<file path="config.mk">
export PLATFORM = sky130hd
export DESIGN_NAME = lo_nco
export DESIGN_NICKNAME = d
export VERILOG_FILES = /design/src/collect_pkg.sv /design/src/lo_nco.sv
export SDC_FILE = /design/constraint.sdc
export NUM_CORES = 1
export LEC_CHECK = 0
export BUFFER_PORTS_ARGS = -buffer_cell sky130_fd_sc_hd__clkbuf_2
export CORE_ASPECT_RATIO = 0.6
export CORE_MARGIN = 2
export CORE_UTILIZATION = 55
export DETAILED_ROUTE_END_ITERATION = 10
export GPL_TIMING_DRIVEN = 0
export MAX_ROUTING_LAYER = met4
export PLACE_DENSITY_LB_ADDON = 0.3
export SYNTH_ARGS = -nofsm -noshare
export SYNTH_HDL_FRONTEND = slang
export SYNTH_SLANG_ARGS = --single-unit
</file>
<file path="constraint.sdc">
create_clock -name aclk -period 9.6 [get_ports aclk]
set_clock_uncertainty 0.15 [all_clocks]
set_input_delay 1.92 -clock aclk [delete_from_list [all_inputs] [get_ports aclk]]
set_output_delay 1.92 -clock aclk [all_outputs]
set_load 0.005 [all_outputs]
</file>
<file path="src/collect_pkg.sv">
package collect_pkg;

    localparam int SAMPLE_W = 24;
    localparam int PHASE_W  = 32;
    localparam int ADDR_W   = 4;
    localparam int DATA_W   = 32;
    localparam int COUNT_W  = 11; // holds 0..1024 for the deepest FIFO

    localparam logic [ADDR_W-1:0] REG_FREQ   = 'd0;
    localparam logic [ADDR_W-1:0] REG_THRESH = 'd1;
    localparam logic [ADDR_W-1:0] REG_CTRL   = 'd2; // bit 0 run, bit 1 irq enable
    localparam logic [ADDR_W-1:0] REG_STATUS = 'd3;
    localparam logic [ADDR_W-1:0] REG_FIFO_I = 'd4; // read pops one I sample
    localparam logic [ADDR_W-1:0] REG_FIFO_Q = 'd5; // read pops one Q sample

    typedef struct packed {
        logic [3:0]         reserved;
        logic               overflow_q;
        logic               overflow_i;
        logic               full_q;
        logic               full_i;
        logic               empty_q;
        logic               empty_i;
        logic [COUNT_W-1:0] count_q;
        logic [COUNT_W-1:0] count_i;
    } status_fields_t;

    // the status register seen either as one bus word or as its fields
    typedef union packed {
        logic [DATA_W-1:0] raw;
        status_fields_t    fields;
    } status_word_u;

endpackage

</file>
<file path="src/lo_nco.sv">
`timescale 1ns/1ps

module lo_nco (
    input  logic                        aclk,
    input  logic                        reset_i,
    input  logic                        step_i,
    input  logic [collect_pkg::PHASE_W-1:0] freq_i,
    input  logic                        run_i,
    output logic [1:0]                  quad_o
);

    import collect_pkg::*;

    logic [PHASE_W-1:0] phase;

    // the phase restarts from zero every time the capture is stopped
    always_ff @(posedge aclk) begin
        if (reset_i || !run_i) begin
            phase <= '0;
        end else if (step_i) begin
            phase <= phase + freq_i; // wraps modulo 2^PHASE_W
        end
    end

    // only the quadrant is needed since cos and sin are limited to +1, 0 and -1
    assign quad_o = phase[PHASE_W-1 -: 2];

endmodule

</file>
Word level (Yosys, flattened, before mapping)

Cells that the tools add are included.

Add/sub/neg operators: 1
Reduce and logical (&&, ||, !) cells: 2

Operators by type and width:

| cell               | count |
|---|---|
| $add A32 B32 Y32   | 1 |
| $logic_not A1 Y1   | 1 |
| $logic_or A1 B1 Y1 | 1 |

Output and inout port bits: 2
Logic and storage cells: 4
Bits of input ports: 36
Register bits: 32

Logic depth before layout (Yosys ltp)

Depth in word-level cells: 2
Gate-level depth with buffers: 11

Worst setup path before layout

No wires, ideal clock.

Path kind: input to register
Start point: in freq_i[0] in the netlist's numbering
End point: reg phase[28]
Stages on the path: 11
Setup slack: 5.170 ns
Buffers on the path: 0
Arrival time: 4.159 ns
Path through: ha_1 fa_1 a21oi_1 nor2_1 o311a_1 o211ai_1 o211ai_1 a221oi_1 o21ai_1 xnor2_1 o21ai_1

Longest elaborated chain between the ends: 1

Ends and longest elaborated chain:

| item                 | RTL line     | source |
|---|---|---|
| start, declared      | lo_nco.sv:7  | `input logic [collect_pkg::PHASE_W-1:0] freq_i,` |
| $add A32 B32 Y32     | lo_nco.sv:21 | `phase <= phase + freq_i;` |
| end signal, assigned | lo_nco.sv:21 |  |
| end, declared        | lo_nco.sv:14 | `logic [PHASE_W-1:0] phase;` |

No other way between the ends.
A chain may end at the register's enable or synchronous reset.

Final worst setup path

Ends and elaborated chain as after synthesis.

==> results.yml <==
power:
  clockPowerShare: 0.321
  p_seq_frac: 0.387
  power.density_nw_per_um2: 118.5
  combPwrFrac: 0.291
  swShare: 0.3254
  power_switching_mw: 0.1199
  leakagePower_nw: 1.547
  intPower_mw: 0.2486
  ir_worst_vdd_v: 0.00008089
logic_synthesis:
  avgSynthCellArea_sq_um: 8.085
  ys_seq_area_frac: 0.2330
  syn_area_sq_um: 2749
  synthTopCellsByCount: "dfxtp_1, ha_1, a21oi_1, nor2_1, nand2_1"
  ys_warn_count: 0
  ys.flop_type: "dfxtp_1"
  synth_top_area_cell: "dfxtp_1"
  synth-async-reset-ratio: 0
  netlist_instances: 340
  yosysTopAreaCellShare: 0.2330
  synth_nets: 408
  yosys-top-cells-area: "dfxtp_1, ha_1, mux2i_1"
  yosys_register_bits: 32
  synth.distinct_cells: 47
  synth_most_common_cell: "dfxtp_1"
  synth-edff-count: 0
grt:
  antenna_found_initial: 0
  use_met1: 0.3981
  use_met3: 0.05506
  grt_max_degree: 11
  grt-ovfl-total: 0
  grtUsageTotal: 0.2640
  met2_usage: 0.3511
  grt_pass1_vias: 2333
  busiest_layer: "met1"
  grt_pass1_wl_um: 11030
hold_path:
  min_path_type: "flop to flop"
drt:
  routed_wl_um: 6783
  drt-pass1-iter-count: 5
  drtIter0Drc: 245
  drc_errors: 0
  vias: 2679
  antenna_left: 0
  wl_per_cell_um: 15.17
  avgViaCountPerCell: 5.993
timing:
  max_slew_margin: 0.4975
  worst_pin_slew_ns: 0.7537
  setup_tns_ns: 0
  drv_slew: 0
  layout_setup_ws_ns: 5.037
  fmax_mhz: 219.2
  setup_violations: 0
  fin_crit_ns: 4.563
  finalHoldViolations: 0
  rsz0062_at_grt: "no"
  post-route-period-util: 0.4753
clocking:
  worst_skew_pair.late_latency_ns: 0.29
  clockRootBuffer: "clkbuf_8"
  cts_tree: "built"
  post_cts_buffers: 0
  clk_path_buf_depth: 2
  cts.sinks: 32
  htreeDepth: 2
  cts_buffers: 5
  cts_hold_buffers: 0
  ctsResizeCount: 0
  clkTransAtPathRegs_ns: 0.07
worst_setup_path:
  crit_arrival_ns: 4.60
  cp_slowest_cell: "a221oi_1"
  crit_buf_inv: 1
  cp-end-kind: "flop"
  critPathMaxStageDelay_ns: 0.45
  crit_family: "compound AO/OA/AOI/OAI gates"
  cp_cell_sequence: "clkbuf_2 -> ha_1 -> fa_1 -> a21oi_1 -> nor2_1 -> o311a_1 -> o211ai_1 -> o211ai_1 -> a221oi_1 -> o21ai_1 -> xnor2_1 -> o21ai_1"
  cp.required_ns: 9.63
  path_max_fanout: 3
  path_class: "input port to flop"
  critPathLaunchType: "input port"
final_layout:
  largestRegisters: "phase x32"
  layout.nets: 452
  largest_reg_flops: 32
  largest-register: "phase"
  area_growth_pct: 13.11
  drive_above_1_share: 0.1328
  diodes: 0
floorplanning:
  die-height_um: 58.76
  rows: 19
  die_area_sq_um: 5598
  initial_utilization: 0.5870
  core-area_sq_um: 4683
  num_io_pins: 38
  fp.dieW_um: 95.27
place:
  io_buffers: 37
  preCtsSetupSlack_ns: 4.722
  dpl.hpwl_um: 5242
  gp_congestion: 0.9044
run_status:
  status: "complete, no violations"
job:
  cap_violations: 0
worst min-delay path, cell delays in order, from the launching register on:
cell	delay, ns
dfxtp_1	0.31
nand2_1	0.05
o21ai_1	0.05
cells by family after synthesis:
| group | Yosys count | synth area share |
|---|---|---|
| flops | 32 | 0.2330 |
| fa+ha+maj | 32 | 0.1484 |
| simple gates | 113 | 0.1998 |
| buf+inv | 22 | 0.03322 |
| compound gates | 100 | 0.2453 |
| mux | 20 | 0.07328 |
| xor+xnor | 21 | 0.06691 |
cells in the final DEF, fill, tap and decap left out, drive strengths merged, types with 2 or more instances in the layout:
| cell | synthesis | final |
|---|---|---|
| o21ai | 18 | 18 |
| a21o | 21 | 21 |
| a41o | 2 | 2 |
| a221oi | 2 | 2 |
| and3 | 3 | 3 |
| a211oi | 2 | 2 |
| dfxtp | 32 | 32 |
| a31oi | 8 | 8 |
| nor3 | 8 | 8 |
| o211ai | 5 | 5 |
| xor2 | 9 | 9 |
| nand2 | 26 | 26 |
| nor4b | 2 | 2 |
| nor2 | 30 | 30 |
| o31ai | 2 | 2 |
| o21a | 2 | 2 |
| ha | 31 | 31 |
| nand4 | 7 | 7 |
| clkbuf | 14 | 58 |
| o22ai | 2 | 2 |
| nand2b | 6 | 6 |
| a21oi | 30 | 30 |
| nand3 | 16 | 16 |
| xnor2 | 12 | 12 |
| o21bai | 2 | 2 |
| nor2b | 5 | 5 |
| or3 | 4 | 4 |
| inv | 5 | 5 |
| mux2i | 19 | 19 |
| buf | 3 | 3 |
per-stage QoR:
step | std cells | util | power (mW) | instance area [sq um] | hold slack [ns]
6_report | 447 | 0.6639 | 0.3685 | 3109 | 0.3061
5_1_grt | 447 | 0.6639 | 0.3876 | 3109 | 0.3388
4_1_cts | 447 | 0.6639 | 0.3682 | 3109 | 0.3096
3_5_place_dp | 440 | 0.6433 | 0.2506 | 3013 | 0.2998
3_3_place_gp | 440 | 0.6433 | 0.2479 | 3013 | 0.2886
2_1_floorplan | 340 | - | 0.2240 | 2749 | 0.2791
layer usage:
layer | wire, um | share of wire
met1 | 3547 | 0.52
met3 | 514 | 0.076
met5 | 0 | 0
met4 | 102 | 0.015
met2 | 2619 | 0.39
cell type report:
| cell class | count | area [sq um] |
|---|---|---|
| sequential | 32 | 640.6 |
| timing repair buffer | 37 | 185.2 |
| tap | 63 | 78.83 |
| multi-input combinational | 286 | 2017 |
| buffer | 17 | 72.57 |
| inverter | 5 | 18.77 |
| clock buffer | 7 | 96.34 |
| fill | 400 | 1574 |
power groups by stage:
stage               registers, mW  clock network [mW]  logic [mW]
finish                      0.143               0.118       0.107
global route                0.143               0.125       0.120
CTS                         0.143               0.119       0.106
detailed placement          0.146                   0       0.105
global placement            0.145                   0       0.102
floorplan                   0.145                   0      0.0791
path summary, 6_finish.rpt:
path	start	to	slack [ns]	depth (start not counted)
setup / recovery	freq_i[0]	phase[28]	5.04	12
hold / removal	phase[28]	phase[28]	0.31	2
setup reg to reg	phase[0]	phase[28]	6.44	11
hold reg to reg	phase[28]	phase[28]	0.31	2
Power figures use the tool's default switching activity.
