==> src/collect_pkg.sv <==
package collect_pkg;

    localparam int SAMPLE_W = 24;
    localparam int PHASE_W  = 32;
    localparam int ADDR_W   = 4;
    localparam int DATA_W   = 32;
    localparam int COUNT_W  = 11; // holds 0..1024 for the deepest FIFO

    localparam logic [ADDR_W-1:0] REG_FREQ   = 'd0;
    localparam logic [ADDR_W-1:0] REG_THRESH = 'd1;
    localparam logic [ADDR_W-1:0] REG_CTRL   = 'd2; // bit 0 run, bit 1 irq enable
    localparam logic [ADDR_W-1:0] REG_STATUS = 'd3;
    localparam logic [ADDR_W-1:0] REG_FIFO_I = 'd4; // read pops one I sample
    localparam logic [ADDR_W-1:0] REG_FIFO_Q = 'd5; // read pops one Q sample

    typedef struct packed {
        logic [3:0]         reserved;
        logic               overflow_q;
        logic               overflow_i;
        logic               full_q;
        logic               full_i;
        logic               empty_q;
        logic               empty_i;
        logic [COUNT_W-1:0] count_q;
        logic [COUNT_W-1:0] count_i;
    } status_fields_t;

    // the status register seen either as one bus word or as its fields
    typedef union packed {
        logic [DATA_W-1:0] raw;
        status_fields_t    fields;
    } status_word_u;

endpackage

==> src/iq_mixer.sv <==
`timescale 1ns/1ps

module iq_mixer (
    input  logic                                aclk,
    input  logic                                reset_i,
    input  logic                                stb_i,
    input  logic signed [collect_pkg::SAMPLE_W-1:0] din_i,
    input  logic [1:0]                          quad_i,
    output logic signed [collect_pkg::SAMPLE_W-1:0] i_o,
    output logic signed [collect_pkg::SAMPLE_W-1:0] q_o,
    output logic                                valid_o
);

    import collect_pkg::*;

    localparam logic signed [SAMPLE_W-1:0] MAX_POS = {1'b0, {(SAMPLE_W-1){1'b1}}};
    localparam logic signed [SAMPLE_W-1:0] MIN_NEG = {1'b1, {(SAMPLE_W-1){1'b0}}};

    logic signed [SAMPLE_W-1:0] din_neg;
    logic signed [SAMPLE_W-1:0] i_next;
    logic signed [SAMPLE_W-1:0] q_next;

    // -(-2^23) does not fit, so it is pinned to the largest positive value
    assign din_neg = (din_i == MIN_NEG) ? MAX_POS : -din_i;

    always_comb begin
        case (quad_i)
            2'b00: begin // cos +1, sin 0
                i_next = din_i;
                q_next = '0;
            end
            2'b01: begin // cos 0, sin +1
                i_next = '0;
                q_next = din_i;
            end
            2'b10: begin // cos -1, sin 0
                i_next = din_neg;
                q_next = '0;
            end
            default: begin // cos 0, sin -1
                i_next = '0;
                q_next = din_neg;
            end
        endcase
    end

    always_ff @(posedge aclk) begin
        if (stb_i) begin
            i_o <= i_next;
            q_o <= q_next;
        end
    end

    always_ff @(posedge aclk) begin
        if (reset_i) begin
            valid_o <= 1'b0;
        end else begin
            valid_o <= stb_i; // one cycle after each strobe
        end
    end

endmodule

==> config.mk <==
export PLATFORM = sky130hd
export DESIGN_NAME = iq_mixer
export DESIGN_NICKNAME = d
export VERILOG_FILES = /design/src/collect_pkg.sv /design/src/iq_mixer.sv
export SDC_FILE = /design/constraint.sdc
export NUM_CORES = 1
export LEC_CHECK = 0
export ABC_AREA = 1
export BUFFER_PORTS_ARGS = -buffer_cell sky130_fd_sc_hd__buf_4
export CORE_MARGIN = 2
export CORE_UTILIZATION = 53
export DETAILED_ROUTE_END_ITERATION = 7
export PLACE_DENSITY = 0.83
export SYNTH_ARGS = -nofsm -noshare
export SYNTH_HDL_FRONTEND = slang
export SYNTH_SLANG_ARGS = --single-unit
==> constraint.sdc <==
create_clock -name aclk -period 1.7 [get_ports aclk]
set_input_delay 0.34 -clock aclk [delete_from_list [all_inputs] [get_ports aclk]]
set_output_delay 0.34 -clock aclk [all_outputs]
set_load 0.01 [all_outputs]
Yosys cells after proc, flatten, opt, wreduce, memory -nomap -nowiden

Index checks and enable logic that the tools add are counted.

Equal/unequal tests: 3
$add $sub $neg: 1
Bitwise operators: 0
Div/mod/pow operators: 0
Multipliers: 0
Muxes and demuxes: 3
Reductions and logical operators: 2
Shift operators: 0
Magnitude comparators: 0

Operators with widths:

| cell                 | count |
|---|---|
| $pmux 24 s2          | 2 |
| $eq 24x24->1 const B | 1 |
| $mux 24              | 1 |
| $neg 24->24          | 1 |
| $eq 2x1->1 const B   | 1 |
| $eq 2x2->1 const B   | 1 |
| $logic_not 2->1      | 1 |
| $reduce_or 2->1      | 1 |

Register bits after elaboration: 49
Bits in latches: 0
Memories kept: 0
Input bits: 29
Logic and storage cells: 12
RAM bits: 0
Output and inout bits: 49
Memory bits (read-only): 0

Depth between registers and ports, before layout

Word-level depth: 3
Gate-level depth with buffers: 10
Mapped depth without buffers: 10

Least setup slack after synthesis

Ideal clock, no wire load.

Path kind: input port to flip-flop
Start point: input port din_i[0] (netlist name)
End point: register q_o[18] (netlist name), data pin
Cell stages on the path: 9
Slack: 78 ps
Library setup time: 253 ps
Path buffers: 0
Arrival time: 1,369 ps
Data required time: 1,447 ps
Cell sequence: inv_1 > ha_1 > nand2_4 > nor2_1 > nand3_1 > nand2_1 > nand3_1 > nand2_1 > nand2_1

Cells in the longest elaborated chain, start to end: 3
Elaborated cells on any way between the ends: 4
Those cells by class: add/sub: 1; eq/ne: 1; mux: 2

RTL lines:

| item                                               | line           | source |
|---|---|---|
| start, declared                                    | iq_mixer.sv:7  | `input logic signed [collect_pkg::SAMPLE_W-1:0] din_i,` |
| $neg 24->24 / $eq 24x24->1 (equally long branches) | iq_mixer.sv:24 | `assign din_neg = (din_i == MIN_NEG) ? MAX_POS : -din_i;` |
| $mux 24 *                                          | iq_mixer.sv:24 |  |
| $pmux 24 s2 *                                      | iq_mixer.sv:27 | `case (quad_i)` |
| named net q_next[18]                               | iq_mixer.sv:21 | `logic signed [SAMPLE_W-1:0] q_next;` |
| end signal, assigned                               | iq_mixer.sv:50 | `q_o <= q_next;` |
| end, declared                                      | iq_mixer.sv:10 | `output logic signed [collect_pkg::SAMPLE_W-1:0] q_o,` |

Mark *: on every way through the listed nets, which the timed path passes. The rest lies on a longest branch.
A chain may end at the register's enable or synchronous reset.

Worst setup path after layout

Start point: input port din_i[0] (netlist name)
End point: register i_o[15] (netlist name), data pin

Cells in the longest elaborated chain, start to end: 3
Elaborated cells on any way between the ends: 4
Those cells by class: add/sub: 1; eq/ne: 1; mux: 2

RTL lines:

| item                                               | line           | source |
|---|---|---|
| $neg 24->24 / $eq 24x24->1 (equally long branches) | iq_mixer.sv:24 |  |
| $mux 24 *                                          | iq_mixer.sv:24 |  |
| $pmux 24 s2 *                                      | iq_mixer.sv:27 |  |
| named net i_next[15]                               | iq_mixer.sv:20 | `logic signed [SAMPLE_W-1:0] i_next;` |
| end signal, assigned                               | iq_mixer.sv:49 | `i_o <= i_next;` |
| end, declared                                      | iq_mixer.sv:9  | `output logic signed [collect_pkg::SAMPLE_W-1:0] i_o,` |

Marks and branches as above.

==> run_results.csv <==
group,metric,value,unit
pwr,power_density,721,nW/um^2
logic_synthesis,synthCells,347,
logic_synthesis,synthXorXnorAreaFrac,0.917,%
global_routing,grt_pass1_vias,2475,
layout,layout.cells.non_filler,512,
hold_path,min_from,"reset_i",
logic_synthesis,synthAdderAreaFrac,0.437,%
logic_synthesis,syn_area,2860,sq um
critical_path,crit_buf_inv,2,
die,initial_utilization,55.4,%
clock_network,cts_hold_buf,0,
sta,rsz0062_at_grt,"false",
clock_network,cts-root-buf,"clkbuf_8",
hold_path,hp-class,"in -> reg",
status,status,"finished clean",
logic_synthesis,synth_nets,377,
drt,dr.max_layer_used,"met4",
critical_path,crit_fanout,19,
hold_path,hold_end,"valid_o",
critical_path,start_kind,"primary input",
die,die_x,77.5,um
global_routing,antenna_found_initial,0,
drt,avgRoutedWirePerCell,13.2,um
logic_synthesis,synth_edf_count,48,
logic_synthesis,async_flop_share,0,%
clock_network,cts_setup_buffers,0,
layout,fill_cells,444,
logic_synthesis,synth.yosys.seq_area_share,51.0,%
drt,wl_met1,2.86,mm
pwr,ir_worst_vdd,460,uV
critical_path,cp_slowest_cell,"nand3_4",
die,std_cell_rows,26,
place,numPortBuffers,77,
global_routing,overflow,0,
drt,dr_wl_met3,294,um
sta,tightest_slew,0.594,ns
sta,finalCriticalPeriod,1.49,ns
sta,period_share,87.9,%
clock_network,cts_buffer_depth,2,
sta,finalSetupViolCount,0,
global_routing,track_usage,23.8,%
critical_path,slowest_delay,0.26,ns
global_routing,grt_max_degree,50,
place,dp.cells,504,
layout,layout.nets,471,
layout,layout_common_cells,"nand2_1, buf_4, edfxtp_1, inv_1",
critical_path,critical_path_required,1.80,ns
die,die_h,77.5,um
place,post_dp_cell_area,3630,sq um
sta,whs,0.198,ns
die,pin_count,78,
critical_path,crit_type,"in -> reg",
sta,fmax,0.669,GHz
critical_path,end_kind,"register",
sta,hold_viol,0,
critical_path,cp_cell_sequence,"buf_4 -> inv_1 -> ha_1 -> nand2_4 -> nor2_8 -> nand3_4 -> nand3_1 -> nand2_1 -> o21ai_0",
logic_synthesis,synth-simple-area-share,33.6,%
drt,vias,2617,
pwr,p_total,0.00268,W
logic_synthesis,synth_top_family_by_area,"simple AND/OR/NAND/NOR gates",
drt,via_per_inst,5.11,
sta,final_max_slew_viol_count,0,
drt,drt-total-wl,6.76,mm
layout,finish.utilization,71.8,%
pwr,p_leak,1.74,nW
logic_synthesis,dominantRegCellSynth,"edfxtp_1",
sta,timing.slew.headroom,60.4,%
drt,drcViolationCount,0,
logic_synthesis,synth-compound-area-share,6.90,%
critical_path,cp_top_family,"simple AND/OR/NAND/NOR gates",
flow_run,maxCapViolations,0,
drt,drtAntennaViolNets,0,
drt,drt_iter0_markers,189,
logic_synthesis,synth-seq-cells,49,
logic_synthesis,synth_mux_area_share,0,%
die,core,5170,sq um
logic_synthesis,yosys_warnings,0,
critical_path,crit_arrival,1.60,ns
die,die-area,6010,sq um
layout,antenna_cells,0,
logic_synthesis,synthDistinctLibCells,29,
clock_network,cts_tree,"built",
clock_network,postCtsResizedCells,0,
place,gp_congestion,0.908,
clock_network,cts_sinks,49,
place,hpwl,5.12,mm
layout,areaGrowthSynthToFinish,29.7,%
drt,drtPass1Iterations,4,
layout,final_area,3710,sq um
drt,met2WireLength,3.48,mm
logic_synthesis,syn_avg_cell_area,8.25,sq um
hold_path,whs_path_depth,2,
clock_network,cts_inserted_buffers,5,
clock_network,clkTransAtPathRegs,0.08,ns
clock_network,htreeDepth,2,
layout,layout_commonest_cell,"nand2_1",
global_routing,grt_pass1_wl,11.5,mm
layout,drive_gt1_share,29.6,%
[how the worst max path moves through the flow]
| stage | end | cells past startpoint | slack, ns | from |
|---|---|---|---|---|
| 4_1_cts | i_o[15] | 9 | 0.22 | din_i[0] |
| 2_1_floorplan | q_o[18] | 9 | 0.08 | din_i[0] |
| 6_report | i_o[15] | 9 | 0.21 | din_i[0] |
| 3_5_place_dp | i_o[15] | 9 | -0.09 | din_i[1] |
| 5_1_grt | q_o[13] | 9 | 0.1 | din_i[0] |
| 3_3_place_gp | i_o[23] | 8 | -0.03 | din_i[0] |
[sequential cells by signal (all words and copies together) (netlist names)]
name,flops
i_o,24
q_o,24
valid_o,1
[final cells by class]
class                   count  area (sq um)  area share [%]
clock buffers               6          72.6            1.95
inverters                  44           165            4.45
well taps                  70          87.6            2.36
multi-input cells         247          1200            32.3
clock inverters             2          10.0           0.270
repair buffers             94           718            19.3
flip-flops and latches     49          1460            39.4
[per-stage QoR]
step	TNS (ns)	setup slack, ns
after detailed placement	-1.23	-0.0935
after CTS	0	0.215
final	0	0.206
after global placement	-0.0839	-0.0251
after global routing	0	0.0959
after floorplan	0	0.0776
[synthesized netlist by cell type (2+ instances only)]
cell type | count | area [sq um]
a21oi_1 | 2 | 10.0
and2_1 | 2 | 12.5
buf_1 | 2 | 7.51
clkbuf_1 | 2 | 7.51
edfxtp_1 | 48 | 1440
inv_1 | 39 | 146
inv_2 | 4 | 15.0
nand2_1 | 112 | 420
nand2_2 | 6 | 37.5
nand3_1 | 28 | 140
nand3_2 | 5 | 50.1
nand4_1 | 10 | 62.6
nor2_1 | 28 | 105
nor2_2 | 10 | 62.6
nor2_4 | 2 | 22.5
o21ai_0 | 24 | 120
o21ai_1 | 2 | 10.0
o22ai_1 | 8 | 50.1
xor2_1 | 3 | 26.3
[per-layer routing]
layer,vias up,GRT usage [%]
met2,83,41.9
met5,-,0
met1,1190,30.9
met3,15,2.67
met4,0,7.50
li1,1329,-
[power breakdown]
group	internal [W]	switching, W
clock network	0.000286	0.000362
registers	0.00145	0.0000282
logic	0.000248	0.000307
[cell families after synthesis]
| group | Yosys count |
|---|---|
| adder cells (fa/ha/maj) | 1 |
| buffers and inverters | 51 |
| XOR/XNOR | 3 |
| AO/OA/AOI/OAI | 37 |
| flip-flops | 49 |
| AND/OR/NAND/NOR | 206 |
Power figures use the tool's default switching activity.
