--- src/collect_pkg.sv ---
package collect_pkg;

    localparam int SAMPLE_W = 24;
    localparam int PHASE_W  = 32;
    localparam int ADDR_W   = 4;
    localparam int DATA_W   = 32;
    localparam int COUNT_W  = 11; // holds 0..1024 for the deepest FIFO

    localparam logic [ADDR_W-1:0] REG_FREQ   = 'd0;
    localparam logic [ADDR_W-1:0] REG_THRESH = 'd1;
    localparam logic [ADDR_W-1:0] REG_CTRL   = 'd2; // bit 0 run, bit 1 irq enable
    localparam logic [ADDR_W-1:0] REG_STATUS = 'd3;
    localparam logic [ADDR_W-1:0] REG_FIFO_I = 'd4; // read pops one I sample
    localparam logic [ADDR_W-1:0] REG_FIFO_Q = 'd5; // read pops one Q sample

    typedef struct packed {
        logic [3:0]         reserved;
        logic               overflow_q;
        logic               overflow_i;
        logic               full_q;
        logic               full_i;
        logic               empty_q;
        logic               empty_i;
        logic [COUNT_W-1:0] count_q;
        logic [COUNT_W-1:0] count_i;
    } status_fields_t;

    // the status register seen either as one bus word or as its fields
    typedef union packed {
        logic [DATA_W-1:0] raw;
        status_fields_t    fields;
    } status_word_u;

endpackage

--- src/reg_bank.sv ---
`timescale 1ns/1ps

module reg_bank (
    input  logic                                aclk,
    input  logic                                reset_i,
    input  logic                                wr_en_i,
    input  logic                                rd_en_i,
    input  logic [collect_pkg::ADDR_W-1:0]      addr_i,
    input  logic [collect_pkg::DATA_W-1:0]      wdata_i,
    output logic [collect_pkg::DATA_W-1:0]      rdata_o,
    output logic [collect_pkg::PHASE_W-1:0]     freq_o,
    output logic [collect_pkg::COUNT_W-1:0]     thresh_o,
    output logic                                run_o,
    output logic                                irq_en_o,
    output logic                                clear_o,
    output logic                                pop_i_o,
    output logic                                pop_q_o,
    input  logic [collect_pkg::SAMPLE_W-1:0]    fifo_i_data_i,
    input  logic [collect_pkg::SAMPLE_W-1:0]    fifo_q_data_i,
    input  logic [collect_pkg::COUNT_W-1:0]     count_i_i,
    input  logic [collect_pkg::COUNT_W-1:0]     count_q_i,
    input  logic                                empty_i_i,
    input  logic                                empty_q_i,
    input  logic                                full_i_i,
    input  logic                                full_q_i,
    input  logic                                ovf_i_i,
    input  logic                                ovf_q_i
);

    import collect_pkg::*;

    localparam int EXT_W = DATA_W - SAMPLE_W;

    status_word_u      status;
    logic              rd_act;
    logic [DATA_W-1:0] rd_word;

    // a write wins when both strobes arrive together
    assign rd_act  = rd_en_i && !wr_en_i;
    assign pop_i_o = rd_act && (addr_i == REG_FIFO_I);
    assign pop_q_o = rd_act && (addr_i == REG_FIFO_Q);

    always_ff @(posedge aclk) begin
        if (reset_i) begin
            freq_o   <= '0;
            thresh_o <= '0;
            run_o    <= 1'b0;
            irq_en_o <= 1'b0;
            clear_o  <= 1'b0;
        end else begin
            clear_o <= 1'b0;
            if (wr_en_i) begin
                case (addr_i)
                    REG_FREQ:   freq_o   <= wdata_i[PHASE_W-1:0];
                    REG_THRESH: thresh_o <= wdata_i[COUNT_W-1:0];
                    REG_CTRL: begin
                        run_o    <= wdata_i[0];
                        irq_en_o <= wdata_i[1];
                        clear_o  <= run_o && !wdata_i[0]; // stopping flushes the FIFOs
                    end
                    default: ;
                endcase
            end
        end
    end

    always_comb begin
        status.fields.reserved   = '0;
        status.fields.overflow_q = ovf_q_i;
        status.fields.overflow_i = ovf_i_i;
        status.fields.full_q     = full_q_i;
        status.fields.full_i     = full_i_i;
        status.fields.empty_q    = empty_q_i;
        status.fields.empty_i    = empty_i_i;
        status.fields.count_q    = count_q_i;
        status.fields.count_i    = count_i_i;
    end

    always_comb begin
        case (addr_i)
            REG_FREQ:   rd_word = DATA_W'(freq_o);
            REG_THRESH: rd_word = DATA_W'(thresh_o);
            REG_CTRL:   rd_word = DATA_W'({irq_en_o, run_o});
            REG_STATUS: rd_word = status.raw;
            REG_FIFO_I: rd_word = empty_i_i ? '0 :
                                  {{EXT_W{fifo_i_data_i[SAMPLE_W-1]}}, fifo_i_data_i};
            REG_FIFO_Q: rd_word = empty_q_i ? '0 :
                                  {{EXT_W{fifo_q_data_i[SAMPLE_W-1]}}, fifo_q_data_i};
            default:    rd_word = '0;
        endcase
    end

    // read data lands one cycle after the strobe and stays until the next read
    always_ff @(posedge aclk) begin
        if (reset_i) begin
            rdata_o <= '0;
        end else if (rd_act) begin
            rdata_o <= rd_word;
        end
    end

endmodule

--- config.mk ---
export PLATFORM = sky130hd
export DESIGN_NAME = reg_bank
export DESIGN_NICKNAME = d
export VERILOG_FILES = /design/src/collect_pkg.sv /design/src/reg_bank.sv
export SDC_FILE = /design/constraint.sdc
export NUM_CORES = 1
export LEC_CHECK = 0
export BUFFER_PORTS_ARGS = -buffer_cell sky130_fd_sc_hd__buf_2
export CAP_MARGIN = 5
export CORE_MARGIN = 2
export CORE_UTILIZATION = 45
export CTS_CLUSTER_SIZE = 8
export DETAILED_ROUTE_END_ITERATION = 12
export PLACE_DENSITY = 0.81
export RECOVER_POWER = 50
export SLEW_MARGIN = 20
export SYNTH_ARGS = -nofsm -noshare
export SYNTH_HDL_FRONTEND = slang
export SYNTH_SLANG_ARGS = --single-unit
--- constraint.sdc ---
create_clock -name aclk -period 2.1 [get_ports aclk]
set_input_delay 0.42 -clock aclk [delete_from_list [all_inputs] [get_ports aclk]]
set_output_delay 0.42 -clock aclk [all_outputs]
set_load 0.005 [all_outputs]
## Word level (Yosys, flattened, before mapping)

Index checks and enable logic that the tools add are counted.

| operators by class | value |
|---|---|
| equality and inequality tests | 5 |
| mux-type cells | 3 |
| bitwise logic cells | 2 |
| reductions and logical operators | 11 |

Operators by type and width:

| kind | count |
|---|---|
| 32-bit one-hot mux with 6 select lines | 1 |
| 32-bit two-way mux | 2 |
| 4-bit by 2-bit equality test with 1-bit output (second input constant) | 2 |
| 4-bit by 3-bit equality test with 1-bit output (second input constant) | 2 |
| 2-bit AND reduction | 3 |
| 4-bit by 1-bit equality test with 1-bit output (second input constant) | 1 |
| 1-bit logical AND | 4 |
| 4-bit logical NOT | 1 |
| 3-bit OR reduction | 1 |
| 1-bit logical NOT | 2 |
| 1-bit inverter | 2 |

| word-level totals | value |
|---|---|
| bits in registers | 78 |
| input port bits | 116 |
| output and inout bits | 80 |
| word-level logic and storage cells | 27 |

## Depth between registers and ports, before layout

| depth | value |
|---|---|
| depth in word-level cells | 3 |
| mapped depth | 7 |
| gate-level depth less buffers | 4 |

## Least setup slack after synthesis

OpenSTA, ideal clock, no wires.

| path | value |
|---|---|
| kind | input to register |
| from | input port addr_i[3] (netlist bit) |
| to | register rdata_o[23] (netlist bit) |
| setup time | 0.060 ns |
| arrival | 1.592 ns |
| required time | 2.040 ns |
| slack | 0.449 ns |
| stages on the path | 6 |
| path buffers | 2 |
| cells stage by stage | buf_6 nand2b_2 or4_1 buf_2 o211ai_1 a22o_1 |

| between the ends | value |
|---|---|
| word-level cells in the longest chain between the ends | 2 |
| elaborated cells on any way between the ends | 7 |
| classes of those cells | eq/ne: 5; mux: 1; reduce/logical: 1 |

RTL lines:

| element | RTL line | source |
|---|---|---|
| start: declaration | reg_bank.sv:8 | `input logic [collect_pkg::ADDR_W-1:0] addr_i,` |
| 4-bit by 3-bit equality test with 1-bit output, or another cell as far along | reg_bank.sv:80 | `case (addr_i)` |
| 32-bit one-hot mux with 6 select lines (*) | reg_bank.sv:80 |  |
| end signal: assignment | reg_bank.sv:98 | `rdata_o <= rd_word;` |
| end: declaration | reg_bank.sv:10 | `output logic [collect_pkg::DATA_W-1:0] rdata_o,` |

Every way passes the cells marked *; elsewhere a longest branch is shown, timed or not.
A chain may end at the register's enable or synchronous reset.

## Final worst setup path

| path | value |
|---|---|
| from | input port addr_i[0] (netlist bit) |
| to | output port pop_q_o |

| between the ends | value |
|---|---|
| word-level cells in the longest chain between the ends | 2 |

RTL lines:

| element | RTL line | source |
|---|---|---|
| 4-bit by 3-bit equality test with 1-bit output | reg_bank.sv:41 | `assign pop_q_o = rd_act && (addr_i == REG_FIFO_Q);` |
| 1-bit logical AND | reg_bank.sv:41 |  |
| end: declaration | reg_bank.sv:17 | `output logic pop_q_o,` |

No other way between the ends.

==> metrics.cfg <==
[cells_and_area]
final_util_pct = 62.8
fin_nets = 715
stdcell_area_sq_mm = 0.00485
antenna_cells = 0
area_growth_pct = 34.9
layout-drive-gt1-share_pct = 34.6

[sta]
setup_viol = 0
worst_clock_skew_ns = 0.00475
finalHoldViolations = 0
slew-limit-headroom_pct = 52.2
slew_violations = 0
worst_pin_slew_ns = 0.715
finalCritPeriodShare_pct = 87.5
fmax_ghz = 0.544
min_period_ns = 1.84
rsz0062_at_grt = no

[floorplan]
coreArea_sq_mm = 0.00773
rows = 32
initial_core_util_pct = 46.6
dieArea_sq_mm = 0.00872
dieHeight_um = 93.4
die_w_um = 93.4
ios = 196

[detailed_routing]
vias = 4173
drc = 0
ant_nets = 0
drt_iter0_drc = 250
via_per_inst = 5.91
dr.pass1.iters = 6
totalWireLength_um = 12900
wl_per_cell_um = 18.3

[clock_network]
cts_resized = 0
post_cts_buffers = 0
cts_made_buffers = 9
cts_sinks = 78
insertion_delay_ns = 0.35
ctsHoldBuffers = 0
clockBufferDepth = 2
cts_tree = done
cts.reportedPaths.clkPinSlew_ns = 0.08
clockRootBuffer = clkbuf_8
cts.htree.levels = 3

[placement]
placed_cell_area_sq_mm = 0.00470
place_congestion = 0.892
portBuffers = 195
dp_hpwl_um = 9220

[critical_path]
cp_max_fo = 10
critPathLaunchType = input port
slowest_delay_ns = 0.29
path_buf_inv = 4
crit_type = input port to output port
crit_family = buffers and inverters
cp.required_ns = 1.68
crit_chain = clkbuf_1 > buf_4 > inv_1 > nor4_1 > buf_2
endpoint_kind = output port
reg2reg_slack_ns = 0.95
crit_arrival_ns = 1.42
crit_path_top_delay_cell = nor4_1

[logic_synthesis]
yosysUniqueCellTypes = 43
synth_top_area_cell = dfxtp_1
syn_area_per_cell_sq_um = 8.65
synth_area_sq_mm = 0.00360
synthArstFlopShare_pct = 0
synth_edf_count = 0
synth.area.top_cells = dfxtp_1, nand2_1, a22o_1
synth_top_area_share_pct = 43.4
postSynthCellCount = 416
synth_fp_nets = 532
yosysSeqAreaShare_pct = 43.4
synth_ff_type = dfxtp_1
synth_warnings = 0
ys_ff_latch = 78

[run]
maxCapViolations = 0

[outcome]
outcome = finished clean

[global_routing]
grt_pass1_wl_um = 19700
overflow = 0
first_global_vias = 3965
grt_max_degree = 37
antenna_found_initial = 0
grtUsageTotal_pct = 29.3

[min_path]
hold_path.class = input port to flip-flop

[pwr]
p_per_area_mw_per_mm2 = 607
irDropWorstVdd_mv = 0.669
p_leak_nw = 2.00
fin_total_pwr_w = 0.00294

## layout by cell type, fill, tap and decap left out, drive strengths merged, types with 3 or more instances in the layout
cell type,Yosys,layout
dfxtp,78,78
mux2i,3,3
o211ai,5,5
nand2b,4,4
a222oi,8,8
and2,3,3
a22o,29,29
o21ai,11,11
buf,19,181
a21oi,43,43
clkbuf,21,40
a221oi,9,9
nand2,110,110
a22oi,26,26
a32oi,11,11
clkinv,0,4
nor2,4,4
nor4,4,4
nand3,4,4
## stage by stage
stage / hold WS [ns] / setup WS, ns / TNS (ns) / cells
after floorplan: 0.460 / 0.449 / 0 / 416
after global placement: 0.448 / -0.0121 / -0.0527 / 690
after detailed placement: 0.456 / -0.105 / -0.533 / 690
after CTS: 0.268 / 0.267 / 0 / 706
after global routing: 0.273 / 0.205 / 0 / 706
final: 0.287 / 0.263 / 0 / 706
## worst reg2reg max path, delay by kind of cell (launching register included)
family           cells  cell delay (ns)
multiplexers         1             0.50
flip-flops           1             0.34
AND/OR/NAND/NOR      1             0.10
AO/OA/AOI/OAI        1             0.09
## worst paths after layout
kind | from | endpoint | depth (start not counted)
max | addr_i[0] | pop_q_o | 5
min | wdata_i[0] | clear_o | 2
max reg2reg | run_o | rdata_o[0] | 3
min reg2reg | thresh_o[5] | thresh_o[5] | 2
## power by group
group,total [W],switching (W),internal (W)
Clock,0.00110,0.000555,0.000540
Combinational,0.000346,0.000194,0.000152
Sequential,0.00150,0.0000109,0.00149
## cell type report
cell class,instances,area [sq um]
repair buffers,212,1130
clock buffers,9,124
multi-input cells,296,1840
clock inverters,7,65.1
well taps,102,128
fillers,705,2880
inverters,2,7.51
flip-flops and latches,78,1560
## Yosys cell counts, drive strengths merged (5+ instances only)
library cell,instances
a32oi,11
nand2,110
a22oi,26
o21ai,11
clkbuf,21
dfxtp,78
a21oi,43
a222oi,8
a22o,29
o211ai,5
a221oi,9
buf,19
## state kept, by name, summed over array words and instances (netlist names)
signal    count
freq_o       32
rdata_o      32
thresh_o     11
clear_o       1
irq_en_o      1
run_o         1
## layer usage
layer | track usage, % | wire length, um | part of all wire (%)
met4 | 13.0 | 300 | 2.3
met2 | 50.0 | 6450 | 50
met5 | 0 | 0 | 0
met1 | 34.3 | 4880 | 38
met3 | 8.06 | 1310 | 10
## cells by family (layout without fill, tap and decap cells)
logic type	count (synthesis)	after routing	share of synthesized area (%)
AO/OA/AOI/OAI	151	151	30.3
AND/OR/NAND/NOR	140	140	18.1
flip-flops	78	78	43.4
buffers and inverters	42	230	6.12
multiplexers	5	5	2.09
No activity file was read; power rests on OpenSTA's default activity.
